## src/common/pit_config.svh

```systemverilog
// Timer configuration macros
`ifndef PIT_CONFIG_SVH
`define PIT_CONFIG_SVH

// Number of counter channels
`define PIT_NUM_COUNTERS 3

// Host data bus width
`define PIT_DATA_W 8

// Down counter width
`define PIT_COUNT_W 16

// Flops in the timer clock synchronizer
`define PIT_SYNC_STAGES 2

`endif
```

## src/common/pit_count_pkg.sv

```systemverilog
// Counting types
`default_nettype none

`include "pit_config.svh"

package pit_count_pkg;

	// Byte order of count reads and writes
	typedef enum logic [1:0] {
		RW_LATCH = 2'b00,
		RW_LSB = 2'b01,
		RW_MSB = 2'b10,
		RW_LSB_MSB = 2'b11
	} rw_order_t;

	// Supported counting modes
	typedef enum logic {
		MODE_TC = 1'b0,
		MODE_SQUARE = 1'b1
	} count_mode_t;

	// Load request from the access side to the engine
	typedef struct packed {
		logic pulse;
		count_mode_t mode;
		logic [`PIT_COUNT_W-1:0] count;
	} chan_load_t;

	// Modes 3 and 7 give a square wave, everything else terminal count
	function automatic count_mode_t mode_from_field(logic [2:0] field);
		return (field[1:0] == 2'b11) ? MODE_SQUARE : MODE_TC;
	endfunction

endpackage

`default_nettype wire

```

## src/common/pit_bus_pkg.sv

```systemverilog
// Host bus types
`default_nettype none

`include "pit_config.svh"

package pit_bus_pkg;

	// Address of the control word register
	localparam logic [1:0] CTRL_ADDR = 2'd3;

	// One sampled host bus cycle
	typedef struct packed {
		logic cs_n;
		logic rd_n;
		logic wr_n;
		logic [1:0] addr;
		logic [`PIT_DATA_W-1:0] data;
	} host_bus_t;

	// Control word seen as a mode command
	typedef struct packed {
		logic [1:0] sel;
		logic [1:0] order;
		logic [2:0] mode;
		logic bcd;
	} mode_cmd_t;

	// Control word seen as a latch command, order field is zero
	typedef struct packed {
		logic [1:0] sel;
		logic [1:0] zero;
		logic [3:0] unused;
	} latch_cmd_t;

	// Order field decides which view applies
	typedef union packed {
		mode_cmd_t mode;
		latch_cmd_t latch;
	} ctrl_word_u;

	// Bus events for one channel in one cycle
	typedef struct packed {
		logic ctrl_wr;
		logic data_wr;
		logic rd;
		logic [`PIT_DATA_W-1:0] data;
	} chan_access_t;

endpackage

`default_nettype wire

```

## src/design/pit_top.sv

```systemverilog
// Interval timer top level
`timescale 1ns/1ps
`default_nettype none

`include "pit_config.svh"

module pit_top
	import pit_bus_pkg::*;
	import pit_count_pkg::*;
(
	input wire logic ZCLK,
	input wire logic rst_n,
	input wire logic cs_n,
	input wire logic rd_n,
	input wire logic wr_n,
	input wire logic [1:0] addr,
	input wire logic [`PIT_DATA_W-1:0] data_in,
	output logic [`PIT_DATA_W-1:0] data_out,
	output logic data_oe,
	input wire logic [`PIT_NUM_COUNTERS-1:0] timer_clk,
	input wire logic [`PIT_NUM_COUNTERS-1:0] gate,
	output logic [`PIT_NUM_COUNTERS-1:0] out
);

	host_bus_t bus;
	chan_access_t [`PIT_NUM_COUNTERS-1:0] chan;
	logic [`PIT_NUM_COUNTERS-1:0][`PIT_DATA_W-1:0] rd_byte;
	chan_load_t [`PIT_NUM_COUNTERS-1:0] load;
	logic [`PIT_NUM_COUNTERS-1:0][`PIT_COUNT_W-1:0] count_now;

	assign bus = '{cs_n: cs_n, rd_n: rd_n, wr_n: wr_n, addr: addr, data: data_in};

	bus_decoder u_bus_decoder (
		.ZCLK(ZCLK),
		.rst_n(rst_n),
		.bus(bus),
		.chan(chan),
		.rd_byte(rd_byte),
		.data_out(data_out),
		.data_oe(data_oe)
	);

	// One access block and one engine per counter
	for (genvar i = 0; i < `PIT_NUM_COUNTERS; i++) begin : g_chan
		count_access u_count_access (
			.ZCLK(ZCLK),
			.rst_n(rst_n),
			.acc(chan[i]),
			.count_now(count_now[i]),
			.load(load[i]),
			.rd_byte(rd_byte[i])
		);

		count_engine u_count_engine (
			.ZCLK(ZCLK),
			.rst_n(rst_n),
			.timer_clk(timer_clk[i]),
			.gate(gate[i]),
			.load(load[i]),
			.count_now(count_now[i]),
			.out(out[i])
		);
	end

endmodule

`default_nettype wire

```

## src/counter/count_engine.sv

```systemverilog
// Down counter and output waveform
`timescale 1ns/1ps
`default_nettype none

`include "pit_config.svh"

module count_engine
	import pit_count_pkg::*;
(
	input wire logic ZCLK,
	input wire logic rst_n,
	input wire logic timer_clk,
	input wire logic gate,
	input wire chan_load_t load,
	output logic [`PIT_COUNT_W-1:0] count_now,
	output logic out
);

	logic [`PIT_SYNC_STAGES-1:0] sync_q;
	logic clk_q;
	logic tick;
	logic pending_q;
	count_mode_t mode_q;
	logic [`PIT_COUNT_W-1:0] load_value;
	logic [`PIT_COUNT_W-1:0] init_q;
	logic [`PIT_COUNT_W-1:0] count_q;
	logic [`PIT_COUNT_W-1:0] half;

	// Timer clock into the ZCLK domain, one tick per rising edge
	always_ff @(posedge ZCLK or negedge rst_n) begin
		if (!rst_n) begin
			sync_q <= '0;
			clk_q <= 1'b0;
		end else begin
			sync_q <= {sync_q[`PIT_SYNC_STAGES-2:0], timer_clk};
			clk_q <= sync_q[`PIT_SYNC_STAGES-1];
		end
	end

	assign tick = sync_q[`PIT_SYNC_STAGES-1] & ~clk_q;

	// Zero stands for the full range
	assign load_value = (load.count == '0) ? '1 : load.count;

	always_ff @(posedge ZCLK) begin
		if (load.pulse)
			init_q <= load_value;
	end

	always_ff @(posedge ZCLK or negedge rst_n) begin
		if (!rst_n) begin
			pending_q <= 1'b0;
			mode_q <= MODE_TC;
			count_q <= '0;
		end else begin
			if (load.pulse) begin
				pending_q <= 1'b1;
				mode_q <= load.mode;
			end
			if (tick) begin
				if (pending_q && !load.pulse) begin
					count_q <= init_q;
					pending_q <= 1'b0;
				end else if (mode_q == MODE_SQUARE) begin
					count_q <= (count_q == '0) ? init_q : count_q - 1'b1;
				end else if (count_q != '0) begin
					// Terminal count holds at zero
					count_q <= count_q - 1'b1;
				end
			end
		end
	end

	assign count_now = count_q;
	assign half = {1'b0, init_q[`PIT_COUNT_W-1:1]};

	// Square wave is high over the upper half of the period
	always_comb begin
		if (mode_q == MODE_SQUARE)
			out = ~gate | (count_q > half);
		else
			out = ~pending_q & (count_q == '0);
	end

endmodule

`default_nettype wire

```

## src/counter/count_access.sv

```systemverilog
// Counter register access
`timescale 1ns/1ps
`default_nettype none

`include "pit_config.svh"

module count_access
	import pit_bus_pkg::*;
	import pit_count_pkg::*;
(
	input wire logic ZCLK,
	input wire logic rst_n,
	input wire chan_access_t acc,
	input wire logic [`PIT_COUNT_W-1:0] count_now,
	output chan_load_t load,
	output logic [`PIT_DATA_W-1:0] rd_byte
);

	ctrl_word_u ctrl;
	logic is_mode_cmd;
	logic final_byte;
	rw_order_t order_q;
	count_mode_t mode_q;
	logic msb_next_q;
	logic load_q;
	logic rd_msb_q;
	logic rd_hi;
	logic [`PIT_DATA_W-1:0] lsb_q;
	logic [`PIT_DATA_W-1:0] msb_q;
	logic [`PIT_COUNT_W-1:0] latch_q;

	assign ctrl = acc.data;
	assign is_mode_cmd = (rw_order_t'(ctrl.latch.zero) != RW_LATCH);

	// Last byte of the programmed order
	assign final_byte = acc.data_wr && ((order_q != RW_LSB_MSB) || msb_next_q);

	always_ff @(posedge ZCLK or negedge rst_n) begin
		if (!rst_n) begin
			order_q <= RW_LSB_MSB;
			mode_q <= MODE_TC;
			msb_next_q <= 1'b0;
			load_q <= 1'b0;
			rd_msb_q <= 1'b0;
			latch_q <= '0;
		end else begin
			load_q <= final_byte;
			if (acc.ctrl_wr) begin
				rd_msb_q <= 1'b0;
				if (is_mode_cmd) begin
					// New mode aborts any half-written count
					order_q <= rw_order_t'(ctrl.mode.order);
					mode_q <= mode_from_field(ctrl.mode.mode);
					msb_next_q <= 1'b0;
				end else begin
					latch_q <= count_now;
				end
			end else begin
				if (acc.data_wr && (order_q == RW_LSB_MSB))
					msb_next_q <= ~msb_next_q;
				if (acc.rd && (order_q == RW_LSB_MSB))
					rd_msb_q <= ~rd_msb_q;
			end
		end
	end

	// Count bytes, the unwritten half is zero
	always_ff @(posedge ZCLK) begin
		if (acc.data_wr) begin
			case (order_q)
				RW_LSB: begin
					lsb_q <= acc.data;
					msb_q <= '0;
				end
				RW_MSB: begin
					msb_q <= acc.data;
					lsb_q <= '0;
				end
				default: begin
					if (msb_next_q)
						msb_q <= acc.data;
					else
						lsb_q <= acc.data;
				end
			endcase
		end
	end

	assign load.pulse = load_q;
	assign load.mode = mode_q;
	assign load.count = {msb_q, lsb_q};

	// Latched count in the same byte order as writes
	assign rd_hi = (order_q == RW_MSB) || ((order_q == RW_LSB_MSB) && rd_msb_q);
	assign rd_byte = rd_hi ? latch_q[`PIT_COUNT_W-1:`PIT_DATA_W] : latch_q[`PIT_DATA_W-1:0];

endmodule

`default_nettype wire

```

## src/design/bus_decoder.sv

```systemverilog
// Host bus decoder and read multiplexer
`timescale 1ns/1ps
`default_nettype none

`include "pit_config.svh"

module bus_decoder
	import pit_bus_pkg::*;
(
	input wire logic ZCLK,
	input wire logic rst_n,
	input wire host_bus_t bus,
	output chan_access_t [`PIT_NUM_COUNTERS-1:0] chan,
	input wire logic [`PIT_NUM_COUNTERS-1:0][`PIT_DATA_W-1:0] rd_byte,
	output logic [`PIT_DATA_W-1:0] data_out,
	output logic data_oe
);

	logic wr_n_q;
	logic rd_n_q;
	logic wr_fall;
	logic rd_fall;
	logic rd_any;
	logic [`PIT_DATA_W-1:0] rd_mux;
	ctrl_word_u ctrl;
	chan_access_t [`PIT_NUM_COUNTERS-1:0] chan_d;

	// Strobe edges only count while the chip is selected
	assign wr_fall = wr_n_q & ~bus.wr_n & ~bus.cs_n;
	assign rd_fall = rd_n_q & ~bus.rd_n & ~bus.cs_n;
	assign ctrl = bus.data;

	// Select value 3 matches no channel and is dropped
	always_comb begin
		for (int i = 0; i < `PIT_NUM_COUNTERS; i++) begin
			chan_d[i].ctrl_wr = wr_fall && (bus.addr == CTRL_ADDR) && (ctrl.mode.sel == i);
			chan_d[i].data_wr = wr_fall && (bus.addr == i);
			chan_d[i].rd = rd_fall && (bus.addr == i);
			chan_d[i].data = bus.data;
		end
	end

	always_ff @(posedge ZCLK or negedge rst_n) begin
		if (!rst_n) begin
			wr_n_q <= 1'b1;
			rd_n_q <= 1'b1;
			chan <= '0;
		end else begin
			wr_n_q <= bus.wr_n;
			rd_n_q <= bus.rd_n;
			chan <= chan_d;
		end
	end

	// Byte of whichever channel sees a read pulse
	always_comb begin
		rd_any = 1'b0;
		rd_mux = '0;
		for (int i = 0; i < `PIT_NUM_COUNTERS; i++) begin
			if (chan[i].rd) begin
				rd_any = 1'b1;
				rd_mux = rd_byte[i];
			end
		end
	end

	always_ff @(posedge ZCLK or negedge rst_n) begin
		if (!rst_n)
			data_out <= '0;
		else if (rd_any)
			data_out <= rd_mux;
	end

	// Drive only for counter reads
	assign data_oe = ~bus.cs_n & ~bus.rd_n & (bus.addr != CTRL_ADDR);

endmodule

`default_nettype wire

```

## config.mk

```make
export PLATFORM = sky130hd
export DESIGN_NAME = pit_top
export DESIGN_NICKNAME = d
export VERILOG_FILES = /design/src/common/pit_count_pkg.sv /design/src/common/pit_bus_pkg.sv /design/src/design/pit_top.sv /design/src/counter/count_engine.sv /design/src/counter/count_access.sv /design/src/design/bus_decoder.sv
export VERILOG_INCLUDE_DIRS = /design/src /design/src/common
export SDC_FILE = /design/constraint.sdc
export NUM_CORES = 1
export LEC_CHECK = 0
export ABC_AREA = 0
export BUFFER_PORTS_ARGS = -buffer_cell sky130_fd_sc_hd__buf_2
export CORE_ASPECT_RATIO = 1.4
export CORE_UTILIZATION = 50
export CTS_CLUSTER_DIAMETER = 50
export DETAILED_ROUTE_END_ITERATION = 10
export PLACE_DENSITY_LB_ADDON = 0.15
export SLEW_MARGIN = 10
export SYNTH_ARGS = -nofsm -noshare
export SYNTH_HDL_FRONTEND = slang
export SYNTH_SLANG_ARGS = --single-unit
```

## constraint.sdc

```tcl
create_clock -name ZCLK -period 2.4 [get_ports ZCLK]
set_clock_uncertainty 0.15 [all_clocks]
set_input_delay 0.36 -clock ZCLK [delete_from_list [all_inputs] [get_ports ZCLK]]
set_output_delay 0.36 -clock ZCLK [all_outputs]
set_load 0.005 [all_outputs]
```

==> results by group, run 1 <==
Status
  – Outcome: finished with violations
  – Failing checks: negative setup slack

Placement
  – Number of port buffers: 32
  – Post-DP HPWL: about 22000 µm
  – GPL Wtd Cong: 0.909
  – Post-placement setup slack: 15.5 ps

Routing
  – Routed Antenna Nets: 0
  – Initial DRC count: 441
  – DRC: 0
  – Vias per cell: 5.60
  – Avg WL per Cell: 18.7 µm
  – Via count: 8803
  – Total wire length: a little under 30000 µm
  – DRT Pass-1 Iters: 5

GRT
  – Vias in the first global route: 8923
  – Pin count of the biggest net entering global routing: 45
  – First-pass GRT wire length: approximately 48000 µm
  – All-layer global routing usage: between 20% and 30%
  – Grt ovf: 0
  – Initial antenna violation count: 1

Logic synthesis
  – Top-count cell post-synth: dfrtp_1
  – Synth Cell Area: 12500 µm²
  – Asr flop ratio synth: 61.9%
  – Primary FF master, synth: dfrtp_1
  – Number of flops mapped to enable cells by yosys: 96
  – Synth top area share: between 20% and 30%
  – Synthesized flop and latch total: 252
  – Synth area leaders: dfrtp_1 30%, edfxtp_1 23%, mux2_2 6.3%
  – Synth warnings: 0
  – Synthesized instance count: ~1100
  – Syn_area_per_cell: 11.5 µm²
  – Top post-synthesis cells by count: 148 x dfrtp_1, 96 x edfxtp_1, 76 x inv_1
  – Area leader, netlist: dfrtp_1
  – Syn Nets: 1167
  – Synth cell types: 61
  – Sequential fraction of the synthesis area: 54.3%

Timing
  – Fin crit period: about 2800 ps
  – Worst rel slew slack: 51.5%
  – Measured slew at the worst slew-check pin: 723 ps
  – Fmax: about 360 MHz
  – PnR worst setup slack: -403 ps
  – Max-slew violations: 0
  – Endpoints failing hold: 0
  – Setup TNS: -1110 ps
  – Setup repair after global routing missed its margin: true
  – Final period util: 117%
  – Final setup viols: 3

Clock tree
  – Reg clk slew, reported paths: ~60 ps
  – Clock Latency Late Sink: 540 ps
  – CTS tree: built
  – Clk root buf: clkbuf_16
  – Total CTS buffers: 27
  – CTS max path bufs: 3
  – Clock Sinks: about 250
  – Clock H-tree levels: 1

Final layout
  – Fin util: 61.5%
  – FF+latch area: 6800 µm²
  – Layout area overhead: 20.7%
  – Fill cells: just under 2000
  – Share of cells above drive strength 1: around a quarter
  – Footprint of the multi-input gates: 5490 µm²
  – Nets: around 1300

Floorplan
  – Core area: approximately 25000 µm²
  – Initial Util: a little over 50%
  – Die extent in y: 189 µm
  – Die Wd: 136 µm
  – Boundary Pins: 33
  – # rows: 68
  – Die area: 25700 µm²

Critical path
  – Worst setup EP type: primary output
  – Req. time, crit path: 1890 ps
  – Slowest CP cell: or4_4
  – Cell Chain, Critical Path: ha_1 -> nand3_2 -> or4_4 -> a21oi_2 -> nor3_2 -> o21ai_1 -> buf_2
  – Arrival @ worst endpoint: 2290 ps
  – Crit-path max cell delay: 530 ps
  – Startpoint types: flip-flop
  – Crit path kind: flip-flop to primary output
  – R2R Setup Slk: 120 ps
  – Worst Path Max Fanout: 2
  – FF-to-FF path depth: 7

Worst hold path
  – Hold Crit Class: primary input to async pin

Power
  – PD cells: about 870 nW/µm²
  – Worst IR Drop VDD: 0.000760 V
  – P_leak: 6.68 nW

Run
  – Max Cap Violations: 0
layout by cell type (no fill, tap or decap), types with 6 or more instances in the layout:
cell | synthesis | final
nor3_1 | 32 | 29
a21o_1 | 14 | 14
buf_4 | 6 | 106
clkinv_2 | 0 | 6
buf_2 | 8 | 31
dlygate4sd3_1 | 0 | 17
nand4_1 | 11 | 11
a21boi_0 | 9 | 9
nor3b_1 | 7 | 7
o21ai_0 | 63 | 60
mux2_2 | 70 | 70
nor2b_1 | 53 | 53
nand2_1 | 49 | 49
clkbuf_16 | 0 | 27
a2bb2oi_1 | 7 | 7
nor4_1 | 29 | 26
o2bb2ai_1 | 19 | 19
o21ai_1 | 3 | 6
clkbuf_1 | 23 | 7
nand3_1 | 14 | 13
mux2i_1 | 46 | 46
ha_1 | 60 | 49
ha_4 | 0 | 10
a21oi_1 | 36 | 33
dfrtp_1 | 148 | 147
inv_1 | 76 | 72
nand2b_1 | 56 | 56
dfstp_2 | 8 | 8
a22oi_1 | 22 | 22
nor2_1 | 40 | 40
and2_1 | 9 | 9
edfxtp_1 | 96 | 96
report_power, final:
group          total [mW]  switching (mW)  internal, mW
combinational        3.39            1.73          1.66
sequential           5.52           0.541          4.97
clock                4.20            1.66          2.54
final cells by class:
type,instances,area share (%)
Timing Repair Buffer,162,8.30
Antenna cell,1,0.0165
Multi-Input combinational cell,717,36.3
Clock buffer,35,4.73
Sequential cell,252,44.9
Tap cell,315,2.61
Clock inverter,15,1.22
Inverter,76,1.89
per-layer routing:
metal | GRT usage (%) | routed length [µm] | up-vias
met1 | 27.9 | 11500 | 4309
met3 | 3.37 | 1110 | 68
li1 | - | - | 4228
met4 | 8.99 | 1000 | 0
met5 | 0 | 0 | -
met2 | 44.3 | 15800 | 198
through the flow:
step / std cells / hold WS, ps / instance area [µm²] / total power [mW]
floorplan: 1086 / -85.6 / 12500 / 7.23
global placement: 1485 / 175 / 13600 / 8.51
detailed placement: 1485 / 176 / 13600 / 8.57
CTS: 1562 / 179 / 14900 / 13.1
global route: 1573 / 217 / 15100 / 13.8
finish: 1573 / 162 / 15100 / 13.1
critical path: cells and delay by family (launching register included):
kind,cells,cell delay (ps)
buffers and inverters,1,120
AOI/OAI and AO/OA,2,260
adders and majority gates,1,320
and+or+nand+nor,3,670
DFF,1,380
registers in the layout, summed over array words and instances (netlist names):
signal                            count
g_chan.u_count_access.lsb_q          24
g_chan.u_count_access.latch_q        48
u_bus_decoder.rd_n_q                  1
g_chan.u_count_access.rd_msb_q        3
g_chan.u_count_engine.mode_q          3
g_chan.u_count_engine.clk_q           3
g_chan.u_count_access.msb_next_q      3
g_chan.u_count_engine.count_now      48
u_bus_decoder.wr_n_q                  1
g_chan.u_count_engine.sync_q          6
g_chan.u_count_access.msb_q          24
u_bus_decoder.data_out                8
g_chan.u_count_engine.init_q         48
u_bus_decoder.chan                   17
g_chan.u_count_access.load_q          3
g_chan.u_count_access.order_q         6
g_chan.u_count_engine.pending_q       3
g_chan.u_count_access.mode_q          3
final timing paths:
kind / start / to
worst max-delay path: g_chan[2].u_count_engine.count_now[14] / out[2]
max in group asynchronous: rst_n / g_chan[0].u_count_engine.count_now[5]
worst min-delay path: rst_n / g_chan[1].u_count_engine.count_now[5]
worst max register to register: g_chan[0].u_count_engine.count_now[9] / g_chan[0].u_count_engine.count_now[15]
min in group ZCLK: g_chan[1].u_count_engine.sync_q[0] / g_chan[1].u_count_engine.sync_q[1]
worst min register to register: g_chan[1].u_count_engine.sync_q[0] / g_chan[1].u_count_engine.sync_q[1]
kinds of logic (layout without fill, tap and decap cells):
group / after synthesis / in the layout / synth area share, %
AND/OR/NAND/NOR: 328 / 328 / 14.6
flip-flops: 252 / 252 / 54.3
AO/OA/AOI/OAI: 207 / 207 / 10.8
buffers and inverters: 117 / 288 / 3.89
multiplexers: 116 / 116 / 9.97
adder cells (fa/ha/maj): 60 / 60 / 5.99
XOR/XNOR: 6 / 6 / 0.420
other: 0 / 1 / 0
repair_timing:
item                                    CTS  global route
hold buffers                             17             0
endpoints found under the setup margin    3            17
hold endpoints to repair                 81             0
pin swaps                                11            11
resized for setup                        26            16
setup buffers                            10            10
(Power assumes the default switching activity.)
==> run 2, diff against run 1 <==
Settings changed: BUFFER_PORTS_ARGS -buffer_cell sky130_fd_sc_hd__buf_2 to not set, DONT_BUFFER_PORTS set to 1.
==> run 2 against run 1 <==
  * The run ends with negative hold slack, negative setup slack left
  * Sequential power hardly changed
  * Critical path depth stayed put
  * Worst hold slack lost 790 ps
  * Critical path type unchanged
  * Critical endpoint is now out[0]
  * Highest routed layer unchanged
==> results by group, run 2 (synthesized netlist as in run 1, its figures left out) <==
Power
  – PD cells: roughly 850 nW/µm²
  – Worst IR Drop VDD: 0.000837 V
  – P_leak: 6.44 nW
  – Total power: approximately 13 mW

GRT
  – Grt ovf: 0
  – All-layer global routing usage: about a quarter
  – Initial antenna violation count: 0
  – Vias in the first global route: 8833
  – First-pass GRT wire length: 47600 µm
  – Pin count of the biggest net entering global routing: 157

Critical path
  – Crit-path max cell delay: 420 ps
  – Worst Path Max Fanout: 2
  – Crit path buffers/inverters: 1
  – Startpoint types: flip-flop
  – Req. time, crit path: 1890 ps
  – R2R Setup Slk: 70 ps
  – Crit-path leading delay family: simple AND/OR/NAND/NOR gates
  – Worst setup EP type: primary output
  – Slowest CP cell: edfxtp_1
  – Reg2Reg Launch Point: g_chan[0].u_count_engine.count_now[5]
  – FF-to-FF path depth: 6
  – Arrival @ worst endpoint: 2200 ps
  – RR Endpoint: g_chan[0].u_count_engine.count_now[10]
  – Crit path kind: flip-flop to primary output
  – Cell Chain, Critical Path: inv_1 -> ha_4 -> nand4_1 -> or3_4 -> a21oi_2 -> nor4_1 -> o21ai_1

Final layout
  – Final Instance Area: 14800 µm²
  – ANT cells: 0
  – Fill cells: 2000
  – Nets: 1270
  – Share of cells above drive strength 1: between 20% and 30%
  – Fin util: 60.3%
  – Layout area overhead: 18.5%
  – Commonest cells after routing, fill and taps aside: 144 x dfrtp_1, 96 x edfxtp_1, 88 x buf_4, 72 x inv_1, 70 x mux2_2
  – Commonest non-fill, non-tap cell in the layout: dfrtp_1

Routing
  – Vias per cell: 5.66
  – Avg WL per Cell: roughly 19 µm
  – Initial DRC count: 458
  – Total wire length: 29700 µm
  – Via count: roughly 8600
  – DRC: 0
  – Routed Antenna Nets: 0
  – DRT Pass-1 Iters: 4

Timing
  – Setup TNS: -808 ps
  – Measured slew at the worst slew-check pin: 1100 ps
  – Final period util: 113%
  – Fmax: 369 MHz
  – Min Hold Slack: -624 ps
  – Worst rel slew slack: 26.3%
  – Setup repair after global routing missed its margin: true
  – Fin crit period: 2710 ps
  – Max-slew violations: 0
  – PnR worst setup slack: -309 ps
  – Endpoints failing hold: 156
  – Final setup viols: 3

Clock tree
  – Clock Latency Late Sink: approximately 530 ps
  – Clock H-tree levels: 1
  – CTS tree: built
  – Total CTS buffers: 26
  – # hold bufs at CTS: 18
  – Reg clk slew, reported paths: 60 ps
  – Clock Sinks: 252
  – Clk root buf: clkbuf_16
  – CTS max path bufs: 3

Placement
  – Placed cell area: 13400 µm²
  – GPL Wtd Cong: 0.883
  – Post-placement setup slack: 49.7 ps
  – Post-DP HPWL: approximately 22000 µm
  – Number of port buffers: 0

Floorplan
  – Die extent in y: about 190 µm
  – # rows: about 70
  – Boundary Pins: 33
  – Die Wd: 136 µm
  – Die area: 25700 µm²
  – Initial Util: 50.9%
  – Core area: 24600 µm²

Status
  – Failing checks: negative hold slack, negative setup slack
  – Outcome: finished with violations

Worst hold path
  – Hold Crit Class: primary input to async pin

Run
  – Max Cap Violations: 0
-- run 2: cell count changes in the layout (fill, tap and decap cells not counted), sizes merged --
cell         change
buf             -47
bufinv           -3
clkbuf           +2
diode            -1
dlygate4sd3      +1
inv              -1
-- run 2: report_power, final --
group / internal [mW] / switching [mW] / total (mW)
clock: 2.29 / 1.63 / 3.92
combinational: 1.57 / 1.67 / 3.24
sequential: 4.98 / 0.547 / 5.53
total: 8.84 / 3.85 / 12.7
-- run 2: worst reg2reg max path: stages (launching register included) --
cell	delay, ps
dfrtp_2	460
or4_4	530
nor3_1	200
a32o_2	330
buf_12	200
mux2i_1	240
o2bb2ai_1	100
-- run 2: layer usage --
layer	up-vias	global-route usage (%)	wire length, µm
li1	4141	-	-
met1	4292	28.9	12100
met2	140	44.8	16100
met3	50	2.76	916
met4	0	7.17	646
met5	-	0	0
-- run 2: how the worst max path moves through the flow --
stage	start	to	slack [ps]	depth (start not counted)
2_1_floorplan	g_chan[2].u_count_engine.count_now[14]	out[2]	130	7
3_3_place_gp	g_chan[2].u_count_engine.count_now[10]	out[2]	70	6
3_5_place_dp	g_chan[2].u_count_engine.count_now[10]	out[2]	50	6
4_1_cts	g_chan[0].u_count_engine.count_now[4]	out[0]	-310	7
5_1_grt	g_chan[2].u_count_engine.count_now[5]	out[2]	-420	6
6_report	g_chan[0].u_count_engine.init_q[5]	out[0]	-310	7
-- run 2: layout make-up --
class                           instances  area [µm²]  area share (%)
Sequential cell                       252        6800            45.8
Multi-Input combinational cell        717        5500            37.0
Timing Repair Buffer                  116        1020            6.90
Clock buffer                           37         753            5.08
Tap cell                              315         394            2.66
Inverter                               76         285            1.92
Clock inverter                         11        83.8           0.565
-- run 2: repair_timing --
action / in CTS / in global routing
buffers inserted: 10 / 6
gates cloned: 0 / 0
endpoints found under the hold margin: 178 / 156
pin swaps: 17 / 7
setup endpoints to repair: 3 / 15
resized for setup: 32 / 14
-- run 2: through the flow --
stage / instances / hold WS [ps]
after floorplan: 1086 / -85.6
after global placement: 1442 / -80.8
after detailed placement: 1442 / -81.0
after CTS: 1518 / -643
after global routing: 1524 / -646
final: 1524 / -624
